[config.mk]
export PLATFORM = sky130hd
export DESIGN_NAME = fir_top
export DESIGN_NICKNAME = d
export VERILOG_FILES = /design/src/verilog/fir_pkg.sv /design/src/verilog/fir_coeff_bank.sv /design/src/verilog/fir_datapath.sv /design/src/verilog/fir_sample_fifo.sv /design/src/verilog/fir_top.sv /design/src/verilog/fir_wb_regs.sv
export SDC_FILE = /design/constraint.sdc
export NUM_CORES = 2
export LEC_CHECK = 0
export BUFFER_PORTS_ARGS = -buffer_cell sky130_fd_sc_hd__buf_2
export CELL_PAD_IN_SITES_DETAIL_PLACEMENT = 0
export CELL_PAD_IN_SITES_GLOBAL_PLACEMENT = 1
export CORE_MARGIN = 2
export CORE_UTILIZATION = 57
export CTS_BUF_LIST = sky130_fd_sc_hd__clkbuf_16
export DETAILED_ROUTE_END_ITERATION = 10
export GPL_ROUTABILITY_DRIVEN = 1
export PLACE_DENSITY_LB_ADDON = 0.25
export SLEW_MARGIN = 10
export SYNTH_ARGS = -nofsm -noshare
export SYNTH_HDL_FRONTEND = slang
export SYNTH_SLANG_ARGS = --single-unit
[constraint.sdc]
create_clock -name clock -period 13.8 [get_ports clock]
set_input_delay 2.07 -clock clock [delete_from_list [all_inputs] [get_ports clock]]
set_output_delay 2.07 -clock clock [all_outputs]
set_load 0.05 [all_outputs]
[src/verilog/fir_pkg.sv]
//////////////////////////////
// FIR filter shared definitions. Sizes, register map, modes and bus structs.
//////////////////////////////
`default_nettype none

package fir_pkg;

	// Filter geometry. The result width is sample_w + coeff_w + log2(taps).
	localparam int taps       = 8;
	localparam int sample_w   = 8;
	localparam int coeff_w    = 8;
	localparam int prod_w     = sample_w + coeff_w;
	localparam int acc_w      = 19;
	localparam int tap_cnt_w  = $clog2(taps + 1);

	// Both FIFOs share one depth. The count needs one bit more than the pointers.
	localparam int fifo_depth = 4;
	localparam int fifo_ptr_w = $clog2(fifo_depth);
	localparam int cnt_w      = $clog2(fifo_depth + 1);

	// Wishbone data width and word address width.
	localparam int wb_dw = 32;
	localparam int wb_aw = 3;

	// Register map, as word addresses.
	localparam logic [wb_aw-1:0] reg_ctrl   = 3'd0;
	localparam logic [wb_aw-1:0] reg_coeff  = 3'd1;
	localparam logic [wb_aw-1:0] reg_sample = 3'd2;
	localparam logic [wb_aw-1:0] reg_result = 3'd3;
	localparam logic [wb_aw-1:0] reg_status = 3'd4;

	// Control command bits and status field positions.
	localparam int ctrl_load    = 0;
	localparam int ctrl_stop    = 1;
	localparam int ctrl_restart = 2;
	localparam int stat_in_lsb  = 4;
	localparam int stat_out_lsb = 8;

	typedef logic signed [sample_w-1:0] sample_t;
	typedef logic signed [coeff_w-1:0]  coeff_t;
	typedef logic signed [prod_w-1:0]   prod_t;
	typedef logic signed [acc_w-1:0]    acc_t;

	typedef enum logic [1:0] {
		mode_idle = 2'd0,
		mode_load = 2'd1,
		mode_run  = 2'd2,
		mode_stop = 2'd3
	} fir_mode_t;

	// Master to slave. Held stable by the master until ack.
	typedef struct packed {
		logic             cyc;
		logic             stb;
		logic             we;
		logic [wb_aw-1:0] adr;
		logic [wb_dw-1:0] dat;
	} wb_req_t;

	// Slave to master.
	typedef struct packed {
		logic             ack;
		logic [wb_dw-1:0] dat;
	} wb_rsp_t;

endpackage

`default_nettype wire

[src/verilog/fir_coeff_bank.sv]
//////////////////////////////
// Coefficient shift register with a load counter and full flag.
//////////////////////////////
`timescale 1ns/1ps
`default_nettype none

module fir_coeff_bank (
	input  wire             clock,
	input  wire             arst_n,
	input  wire             clear,
	input  wire             push,
	input  fir_pkg::coeff_t coeff_in,
	output fir_pkg::coeff_t coeffs [fir_pkg::taps],
	output logic            full
);
	import fir_pkg::*;

	coeff_t               bank_q [taps];
	logic [tap_cnt_w-1:0] count_q;

	// The bank is full once taps coefficients have gone in since the last clear.
	assign full = (count_q == tap_cnt_w'(taps));

	always_ff @(posedge clock or negedge arst_n) begin
		if (!arst_n) begin
			count_q <= '0;
			for (int i = 0; i < taps; i++) begin
				bank_q[i] <= '0;
			end
		end else if (clear) begin
			count_q <= '0;
			for (int i = 0; i < taps; i++) begin
				bank_q[i] <= '0;
			end
		end else if (push && !full) begin
			// Shift one place and insert at the head.
			// The first coefficient written ends up in the last slot.
			for (int i = taps - 1; i > 0; i--) begin
				bank_q[i] <= bank_q[i-1];
			end
			bank_q[0] <= coeff_in;
			count_q   <= count_q + 1'b1;
		end
	end

	assign coeffs = bank_q;

endmodule

`default_nettype wire

[src/verilog/fir_datapath.sv]
//////////////////////////////
// FIR delay line and two-stage multiply-accumulate pipeline with credit control.
//////////////////////////////
`timescale 1ns/1ps
`default_nettype none

module fir_datapath (
	input  wire                      clock,
	input  wire                      arst_n,
	input  wire                      line_clear,
	input  fir_pkg::fir_mode_t       mode,
	input  fir_pkg::coeff_t          coeffs [fir_pkg::taps],
	input  wire                      in_empty,
	input  fir_pkg::sample_t         in_data,
	output logic                     in_pop,
	input  wire [fir_pkg::cnt_w-1:0] out_count,
	output logic                     out_push,
	output fir_pkg::acc_t            out_data
);
	import fir_pkg::*;

	sample_t    line_q    [taps];
	sample_t    line_next [taps];
	prod_t      prod_d    [taps];
	prod_t      prod_q    [taps];
	acc_t       sum_d;
	acc_t       sum_q;
	logic       s1_valid;
	logic       s2_valid;
	logic [1:0] in_flight;
	logic       credit_ok;

	// Every sample in the pipeline already owns an output FIFO slot.
	// A pop is only allowed while a free slot remains for it.
	assign in_flight = {1'b0, s1_valid} + {1'b0, s2_valid};
	assign credit_ok = (out_count + cnt_w'(in_flight)) < cnt_w'(fifo_depth);
	assign in_pop    = !in_empty && (mode == mode_run) && credit_ok;

	// The delay line as it looks after the popped sample has been shifted in.
	// The newest sample meets the coefficient that was written first.
	always_comb begin
		line_next[0] = in_data;
		for (int i = 1; i < taps; i++) begin
			line_next[i] = line_q[i-1];
		end
		for (int i = 0; i < taps; i++) begin
			prod_d[i] = line_next[i] * coeffs[taps-1-i];
		end
	end

	// Sum of the registered products. Each term is sign-extended first.
	always_comb begin
		sum_d = '0;
		for (int i = 0; i < taps; i++) begin
			sum_d = sum_d + acc_t'(prod_q[i]);
		end
	end

	always_ff @(posedge clock or negedge arst_n) begin
		if (!arst_n) begin
			s1_valid <= 1'b0;
			s2_valid <= 1'b0;
			for (int i = 0; i < taps; i++) begin
				line_q[i] <= '0;
			end
		end else begin
			// Clears only come outside Run, so they never meet a pop.
			if (line_clear) begin
				for (int i = 0; i < taps; i++) begin
					line_q[i] <= '0;
				end
			end else if (in_pop) begin
				line_q <= line_next;
			end
			s1_valid <= in_pop;
			s2_valid <= s1_valid;
		end
	end

	// Stage 1 holds the products, stage 2 the sum.
	always_ff @(posedge clock) begin
		if (in_pop) begin
			prod_q <= prod_d;
		end
		if (s1_valid) begin
			sum_q <= sum_d;
		end
	end

	// Push two cycles after the pop.
	assign out_push = s2_valid;
	assign out_data = sum_q;

endmodule

`default_nettype wire

[src/verilog/fir_sample_fifo.sv]
//////////////////////////////
// Synchronous FIFO with a type-parameterized payload.
//////////////////////////////
`timescale 1ns/1ps
`default_nettype none

module fir_sample_fifo #(
	parameter type payload_t = fir_pkg::sample_t
) (
	input  wire                      clock,
	input  wire                      arst_n,
	input  wire                      push,
	input  wire                      pop,
	input  payload_t                 push_data,
	output payload_t                 pop_data,
	output logic                     full,
	output logic                     empty,
	output logic [fir_pkg::cnt_w-1:0] count
);
	import fir_pkg::*;

	payload_t              mem [fifo_depth];
	logic [fifo_ptr_w-1:0] wr_ptr_q;
	logic [fifo_ptr_w-1:0] rd_ptr_q;
	logic [cnt_w-1:0]      count_q;
	logic                  wr_en;
	logic                  rd_en;

	assign full  = (count_q == cnt_w'(fifo_depth));
	assign empty = (count_q == '0);
	assign count = count_q;

	// Requests against a full or empty FIFO are dropped here as well.
	assign wr_en = push && !full;
	assign rd_en = pop && !empty;

	// The head entry is always presented.
	assign pop_data = mem[rd_ptr_q];

	always_ff @(posedge clock or negedge arst_n) begin
		if (!arst_n) begin
			wr_ptr_q <= '0;
			rd_ptr_q <= '0;
			count_q  <= '0;
		end else begin
			// Pointers wrap naturally since the depth is a power of two.
			if (wr_en) wr_ptr_q <= wr_ptr_q + 1'b1;
			if (rd_en) rd_ptr_q <= rd_ptr_q + 1'b1;
			case ({wr_en, rd_en})
				2'b10:   count_q <= count_q + 1'b1;
				2'b01:   count_q <= count_q - 1'b1;
				default: count_q <= count_q;
			endcase
		end
	end

	always_ff @(posedge clock) begin
		if (wr_en) begin
			mem[wr_ptr_q] <= push_data;
		end
	end

endmodule

`default_nettype wire

[src/verilog/fir_top.sv]
//////////////////////////////
// FIR filter subsystem behind a Wishbone classic slave.
//////////////////////////////
`timescale 1ns/1ps
`default_nettype none

module fir_top (
	input  wire              clock,
	input  wire              arst_n,
	input  fir_pkg::wb_req_t wb_req,
	output fir_pkg::wb_rsp_t wb_rsp
);
	import fir_pkg::*;

	// Register block to coefficient bank.
	logic             coeff_push;
	coeff_t           coeff_data;
	logic             bank_clear;
	logic             bank_full;
	coeff_t           coeffs [taps];

	// Control towards the datapath.
	logic             line_clear;
	fir_mode_t        mode;

	// Input FIFO, written by the bus and read by the datapath.
	logic             in_push;
	sample_t          in_data;
	logic             in_pop;
	sample_t          in_head;
	logic             in_full;
	logic             in_empty;
	logic [cnt_w-1:0] in_count;

	// Output FIFO, written by the datapath and read by the bus.
	logic             out_push;
	acc_t             out_result;
	logic             out_pop;
	acc_t             out_head;
	logic             out_full;
	logic             out_empty;
	logic [cnt_w-1:0] out_count;

	fir_wb_regs i_regs (
		.clock      (clock),
		.arst_n     (arst_n),
		.wb_req     (wb_req),
		.wb_rsp     (wb_rsp),
		.bank_full  (bank_full),
		.coeff_push (coeff_push),
		.coeff_data (coeff_data),
		.bank_clear (bank_clear),
		.line_clear (line_clear),
		.mode       (mode),
		.in_push    (in_push),
		.in_data    (in_data),
		.in_full    (in_full),
		.in_count   (in_count),
		.out_pop    (out_pop),
		.out_data   (out_head),
		.out_empty  (out_empty),
		.out_count  (out_count)
	);

	fir_coeff_bank i_coeff_bank (
		.clock    (clock),
		.arst_n   (arst_n),
		.clear    (bank_clear),
		.push     (coeff_push),
		.coeff_in (coeff_data),
		.coeffs   (coeffs),
		.full     (bank_full)
	);

	fir_sample_fifo #(.payload_t(sample_t)) i_in_fifo (
		.clock     (clock),
		.arst_n    (arst_n),
		.push      (in_push),
		.pop       (in_pop),
		.push_data (in_data),
		.pop_data  (in_head),
		.full      (in_full),
		.empty     (in_empty),
		.count     (in_count)
	);

	fir_datapath i_datapath (
		.clock      (clock),
		.arst_n     (arst_n),
		.line_clear (line_clear),
		.mode       (mode),
		.coeffs     (coeffs),
		.in_empty   (in_empty),
		.in_data    (in_head),
		.in_pop     (in_pop),
		.out_count  (out_count),
		.out_push   (out_push),
		.out_data   (out_result)
	);

	// The datapath credit keeps this FIFO from overflowing.
	fir_sample_fifo #(.payload_t(acc_t)) i_out_fifo (
		.clock     (clock),
		.arst_n    (arst_n),
		.push      (out_push),
		.pop       (out_pop),
		.push_data (out_result),
		.pop_data  (out_head),
		.full      (out_full),
		.empty     (out_empty),
		.count     (out_count)
	);

endmodule

`default_nettype wire

[src/verilog/fir_wb_regs.sv]
//////////////////////////////
// Wishbone register block and the Idle/Load/Run/Stop mode FSM of the FIR.
//////////////////////////////
`timescale 1ns/1ps
`default_nettype none

module fir_wb_regs (
	input  wire                            clock,
	input  wire                            arst_n,
	input  fir_pkg::wb_req_t               wb_req,
	output fir_pkg::wb_rsp_t               wb_rsp,
	input  wire                            bank_full,
	output logic                           coeff_push,
	output fir_pkg::coeff_t                coeff_data,
	output logic                           bank_clear,
	output logic                           line_clear,
	output fir_pkg::fir_mode_t             mode,
	output logic                           in_push,
	output fir_pkg::sample_t               in_data,
	input  wire                            in_full,
	input  wire [fir_pkg::cnt_w-1:0]       in_count,
	output logic                           out_pop,
	input  fir_pkg::acc_t                  out_data,
	input  wire                            out_empty,
	input  wire [fir_pkg::cnt_w-1:0]       out_count
);
	import fir_pkg::*;

	fir_mode_t        mode_q;
	logic             ack_q;
	logic [wb_dw-1:0] rdata_q;
	logic [wb_dw-1:0] rdata_d;
	logic             access;
	logic             wr;
	logic             rd;
	logic             ctrl_wr;
	logic             sample_wr;
	logic             stall;
	logic             load_cmd;
	logic             stop_cmd;
	logic             restart_cmd;

	// A new access is a strobe that has not been acknowledged yet.
	// The ack cycle itself never counts, so each access acts once.
	assign access = wb_req.cyc && wb_req.stb && !ack_q;
	assign wr     = access && wb_req.we;
	assign rd     = access && !wb_req.we;

	assign ctrl_wr   = wr && (wb_req.adr == reg_ctrl);
	assign sample_wr = wr && (wb_req.adr == reg_sample) && (mode_q == mode_run);

	// A sample write in Run holds off its ack until the input FIFO has room.
	assign stall   = sample_wr && in_full;
	assign in_push = sample_wr && !in_full;
	assign in_data = wb_req.dat[sample_w-1:0];

	// Coefficients are only taken in Load, and never once the bank is full.
	assign coeff_push = wr && (wb_req.adr == reg_coeff) && (mode_q == mode_load) && !bank_full;
	assign coeff_data = wb_req.dat[coeff_w-1:0];

	// Commands only act in the mode they belong to. Others are ignored.
	assign load_cmd    = ctrl_wr && wb_req.dat[ctrl_load] && (mode_q == mode_idle);
	assign stop_cmd    = ctrl_wr && wb_req.dat[ctrl_stop] && (mode_q == mode_run);
	assign restart_cmd = ctrl_wr && wb_req.dat[ctrl_restart] && (mode_q == mode_stop);

	// A new load wipes the bank and the sample history. A restart only wipes the history.
	assign bank_clear = load_cmd;
	assign line_clear = load_cmd || restart_cmd;

	// The head of the output FIFO is captured into the read data on the same edge it is popped.
	assign out_pop = rd && (wb_req.adr == reg_result) && !out_empty;

	always_comb begin
		rdata_d = '0;
		case (wb_req.adr)
			reg_ctrl: rdata_d[1:0] = mode_q;
			reg_result: begin
				// Results are sign-extended to the bus width. An empty FIFO reads as zero.
				if (!out_empty) begin
					rdata_d = wb_dw'(out_data);
				end
			end
			reg_status: begin
				rdata_d[1:0]                  = mode_q;
				rdata_d[stat_in_lsb +: cnt_w]  = in_count;
				rdata_d[stat_out_lsb +: cnt_w] = out_count;
			end
			default: rdata_d = '0;
		endcase
	end

	always_ff @(posedge clock or negedge arst_n) begin
		if (!arst_n) begin
			ack_q  <= 1'b0;
			mode_q <= mode_idle;
		end else begin
			// Ack follows the strobe by one cycle unless the access is stalled.
			ack_q <= access && !stall;
			case (mode_q)
				mode_idle: if (load_cmd) mode_q <= mode_load;
				// Run starts the cycle after the eighth coefficient sets bank_full.
				mode_load: if (bank_full) mode_q <= mode_run;
				mode_run:  if (stop_cmd) mode_q <= mode_stop;
				mode_stop: if (restart_cmd) mode_q <= mode_idle;
				default:   mode_q <= mode_idle;
			endcase
		end
	end

	always_ff @(posedge clock) begin
		if (rd) begin
			rdata_q <= rdata_d;
		end
	end

	assign wb_rsp.ack = ack_q;
	assign wb_rsp.dat = rdata_q;
	assign mode       = mode_q;

endmodule

`default_nettype wire
==> impl_metrics.tcl <==
set metrics [dict create \
    finalWorstPathRequiredPeriod_ns 6.053 \
    path_class "reg -> reg" \
    final.period_utilization 0.4387 \
    numPortBuffers 48 \
    dr.pass1.iters 5 \
    critPathLaunchType "register" \
    grtUsageTotal 0.2518 \
    cts_hold_buf 0 \
    yosys.area.top_type_share 0.2748 \
    yosys_warnings 0 \
    ir_worst_vdd_uv 257.2 \
    clk_latency_ns 0.63 \
    synthFlopType "edfxtp_1" \
    fmax_ghz 0.1652 \
    final_common_cell "inv_1" \
    arrival_ns 6.53 \
    cts_buffer_depth 3 \
    cts.htree.levels 2 \
    num_vias 24400 \
    die_h_um 263.8 \
    hold_viol_final 0 \
    ios 73 \
    maxCapViolCount 0 \
    synth_seq_area_share 0.3069 \
    tightest_slew_ns 1.054 \
    fin_setup_tns_ns 0 \
    syn_area_per_cell_um2 10.71 \
    core-area_um2 67040 \
    synth.distinct_cells 67 \
    critPathMaxFanout 5 \
    synthToLayoutAreaGrowth_pct 6.625 \
    synth-async-reset-ratio 0.3429 \
    antenna_found_initial 0 \
    synth-edff-count 274 \
    drive_above_1_share 0.05244 \
    start_util 0.5738 \
    globalplace.congestion 0.8567 \
    n_antenna_cell 0 \
    max_slew_margin 0.2973 \
    layout_common_cells "inv_1, fa_1, nand2_1, and2_1, ha_1" \
    grt_max_degree 92 \
    grt_first_pass_wirelength_mm 138.8 \
    skew_ns 0.04713 \
    synth_area_leader_cell "fa_1" \
    syn-cell-area_um2 38470 \
    totalPowerFinal_uw 7416 \
    critPathRequiredTime_ns 14.28 \
    synth.area.top_cells "fa_1, edfxtp_1, dfrtp_1" \
    nFillCells 5407 \
    routed_via_density 5.450 \
    cts_repair_resize_count 0 \
    endpoint_kind "register" \
    leakage_uw 0.01820 \
    syn_inst 3592 \
    fin_nets 4415 \
    die_x_um 263.8 \
    status "finished, final reports clean" \
    place_hpwl_mm 63.50 \
    wl_per_cell_um 18.68 \
    clkTransAtPathRegs_ns 0.06 \
    ant_nets 0 \
    synth-seq-cells 417 \
    hold_class "reg -> reg" \
    dieArea_um2 69590 \
    drt_iter0_markers 1640 \
    slew_violations 0 \
    ctsRootBufferMaster "clkbuf_16" \
    cts_tree "yes" \
    grt_pass1_vias 26220 \
    finalSetupViolations 0 \
    cts_made_buffers 48 \
    drcViolationCount 0 \
    post-cts-setup-buffers 0 \
    num_rows 95 \
    totalWireLength_mm 83.65 \
    cts_sinks 417 \
    power_density_nw_per_um2 180.8 \
    gr-total-overflow 0 \
    grt_setup_unrepaired "no" \
    syn_nets 4443 \
]
## state kept, by name, indices dropped and copies added, names as in the netlist
name / flops
i_in_fifo.rd_ptr_q: 2
i_regs.mode: 2
i_datapath.line_next: 56
i_out_fifo.mem: 76
i_coeff_bank.coeffs: 64
i_regs.rdata_q: 19
i_regs.ack_q: 1
i_datapath.out_data: 19
i_out_fifo.rd_ptr_q: 2
i_in_fifo.wr_ptr_q: 2
i_in_fifo.mem: 32
i_in_fifo.count: 3
i_out_fifo.wr_ptr_q: 2
i_datapath.out_push: 1
i_coeff_bank.count_q: 4
i_out_fifo.count: 3
i_datapath.prod_q: 128
i_datapath.s1_valid: 1
## worst max-delay path: stages (launching register included)
cell,delay [ns]
edfxtp_1,0.39
fa_1,0.50
ha_1,0.35
a21o_1,0.19
a21oi_1,0.24
a31oi_1,0.22
a221oi_2,0.36
mux2i_1,0.26
xor2_1,0.58
fa_1,0.53
inv_1,0.08
fa_1,0.41
inv_1,0.08
fa_1,0.42
ha_1,0.34
a21oi_1,0.17
o21ai_0,0.17
or4b_1,0.52
nand4_1,0.11
## cell usage after synthesis (all sizes together), types with 10 or more instances
cell type,instances
inv,675
nand2,419
a21o,32
o21a,21
xnor2,149
edfxtp,274
fa,528
a31oi,12
ha,283
nand4,10
a211o,10
a211oi,13
o21ai,40
nand3,14
dfrtp,143
a21oi,182
mux4,27
nor2b,31
buf,41
clkbuf,97
nand2b,59
a22o,12
nor2,76
o211ai,12
xor2,31
and2,324
## report_power, final
group          leakage, uW  internal, uW  switching (uW)
Combinational       0.0131          1730            2220
Clock             0.000834           784             561
Sequential         0.00427          1770             345
## cells by family (layout without fill, tap and decap cells)
group                    Yosys count  in the layout  share of synthesized area
adder cells (fa/ha/maj)          811            811                     0.3668
AND/OR/NAND/NOR                  967            967                     0.1256
buffers and inverters            813            825                    0.08222
AO/OA/AOI/OAI                    370            370                    0.05978
multiplexers                      34             34                    0.01769
flip-flops                       417            417                     0.3069
XOR/XNOR                         180            180                    0.04098
## worst paths after layout
path / startpoint / endpoint / slack [ns] / cells after the start
setup / recovery: i_datapath.prod_q[84] / i_datapath.out_data[18] / 7.75 / 18
hold / removal: i_datapath.out_data[1] / i_out_fifo.mem[3][1] / 0.49 / 0
setup reg to reg: i_datapath.prod_q[84] / i_datapath.out_data[18] / 7.75 / 18
hold reg to reg: i_datapath.out_data[1] / i_out_fifo.mem[3][1] / 0.49 / 0
max in group asynchronous: arst_n / i_coeff_bank.coeffs[31] / 11.26 / 2
min in group asynchronous: arst_n / i_out_fifo.rd_ptr_q[1] / 1.38 / 1
## cell type report
type / count / area (um^2) / share of cell area
Clock inverter: 40 / 445.4 / 0.01086
Multi-Input combinational cell: 2362 / 23550 / 0.5741
Inverter: 675 / 2539 / 0.06189
Timing Repair Buffer: 60 / 336.6 / 0.008205
Sequential cell: 417 / 11810 / 0.2878
Tap cell: 873 / 1092 / 0.02663
Clock buffer: 50 / 1251 / 0.03050
## per-layer routing
metal,share of wire,track usage
met5,0,0
met2,0.49,0.4269
met3,0.042,0.03123
met1,0.44,0.3449
met4,0.026,0.06987
## per-stage QoR
stage / hold WS [ns] / setup WS, ns / util / area, um^2 / std cells
finish: 0.4937 / 7.747 / 0.6119 / 41020 / 4477
global route: 0.5204 / 7.349 / 0.6119 / 41020 / 4477
CTS: 0.4896 / 7.768 / 0.6119 / 41020 / 4477
detailed placement: 0.4838 / 7.814 / 0.5865 / 39320 / 4387
global placement: 0.4650 / 7.855 / 0.5865 / 39320 / 4387
floorplan: 0.4587 / 7.920 / - / 38470 / 3592
Note: power is estimated with default switching activity, not from simulation.
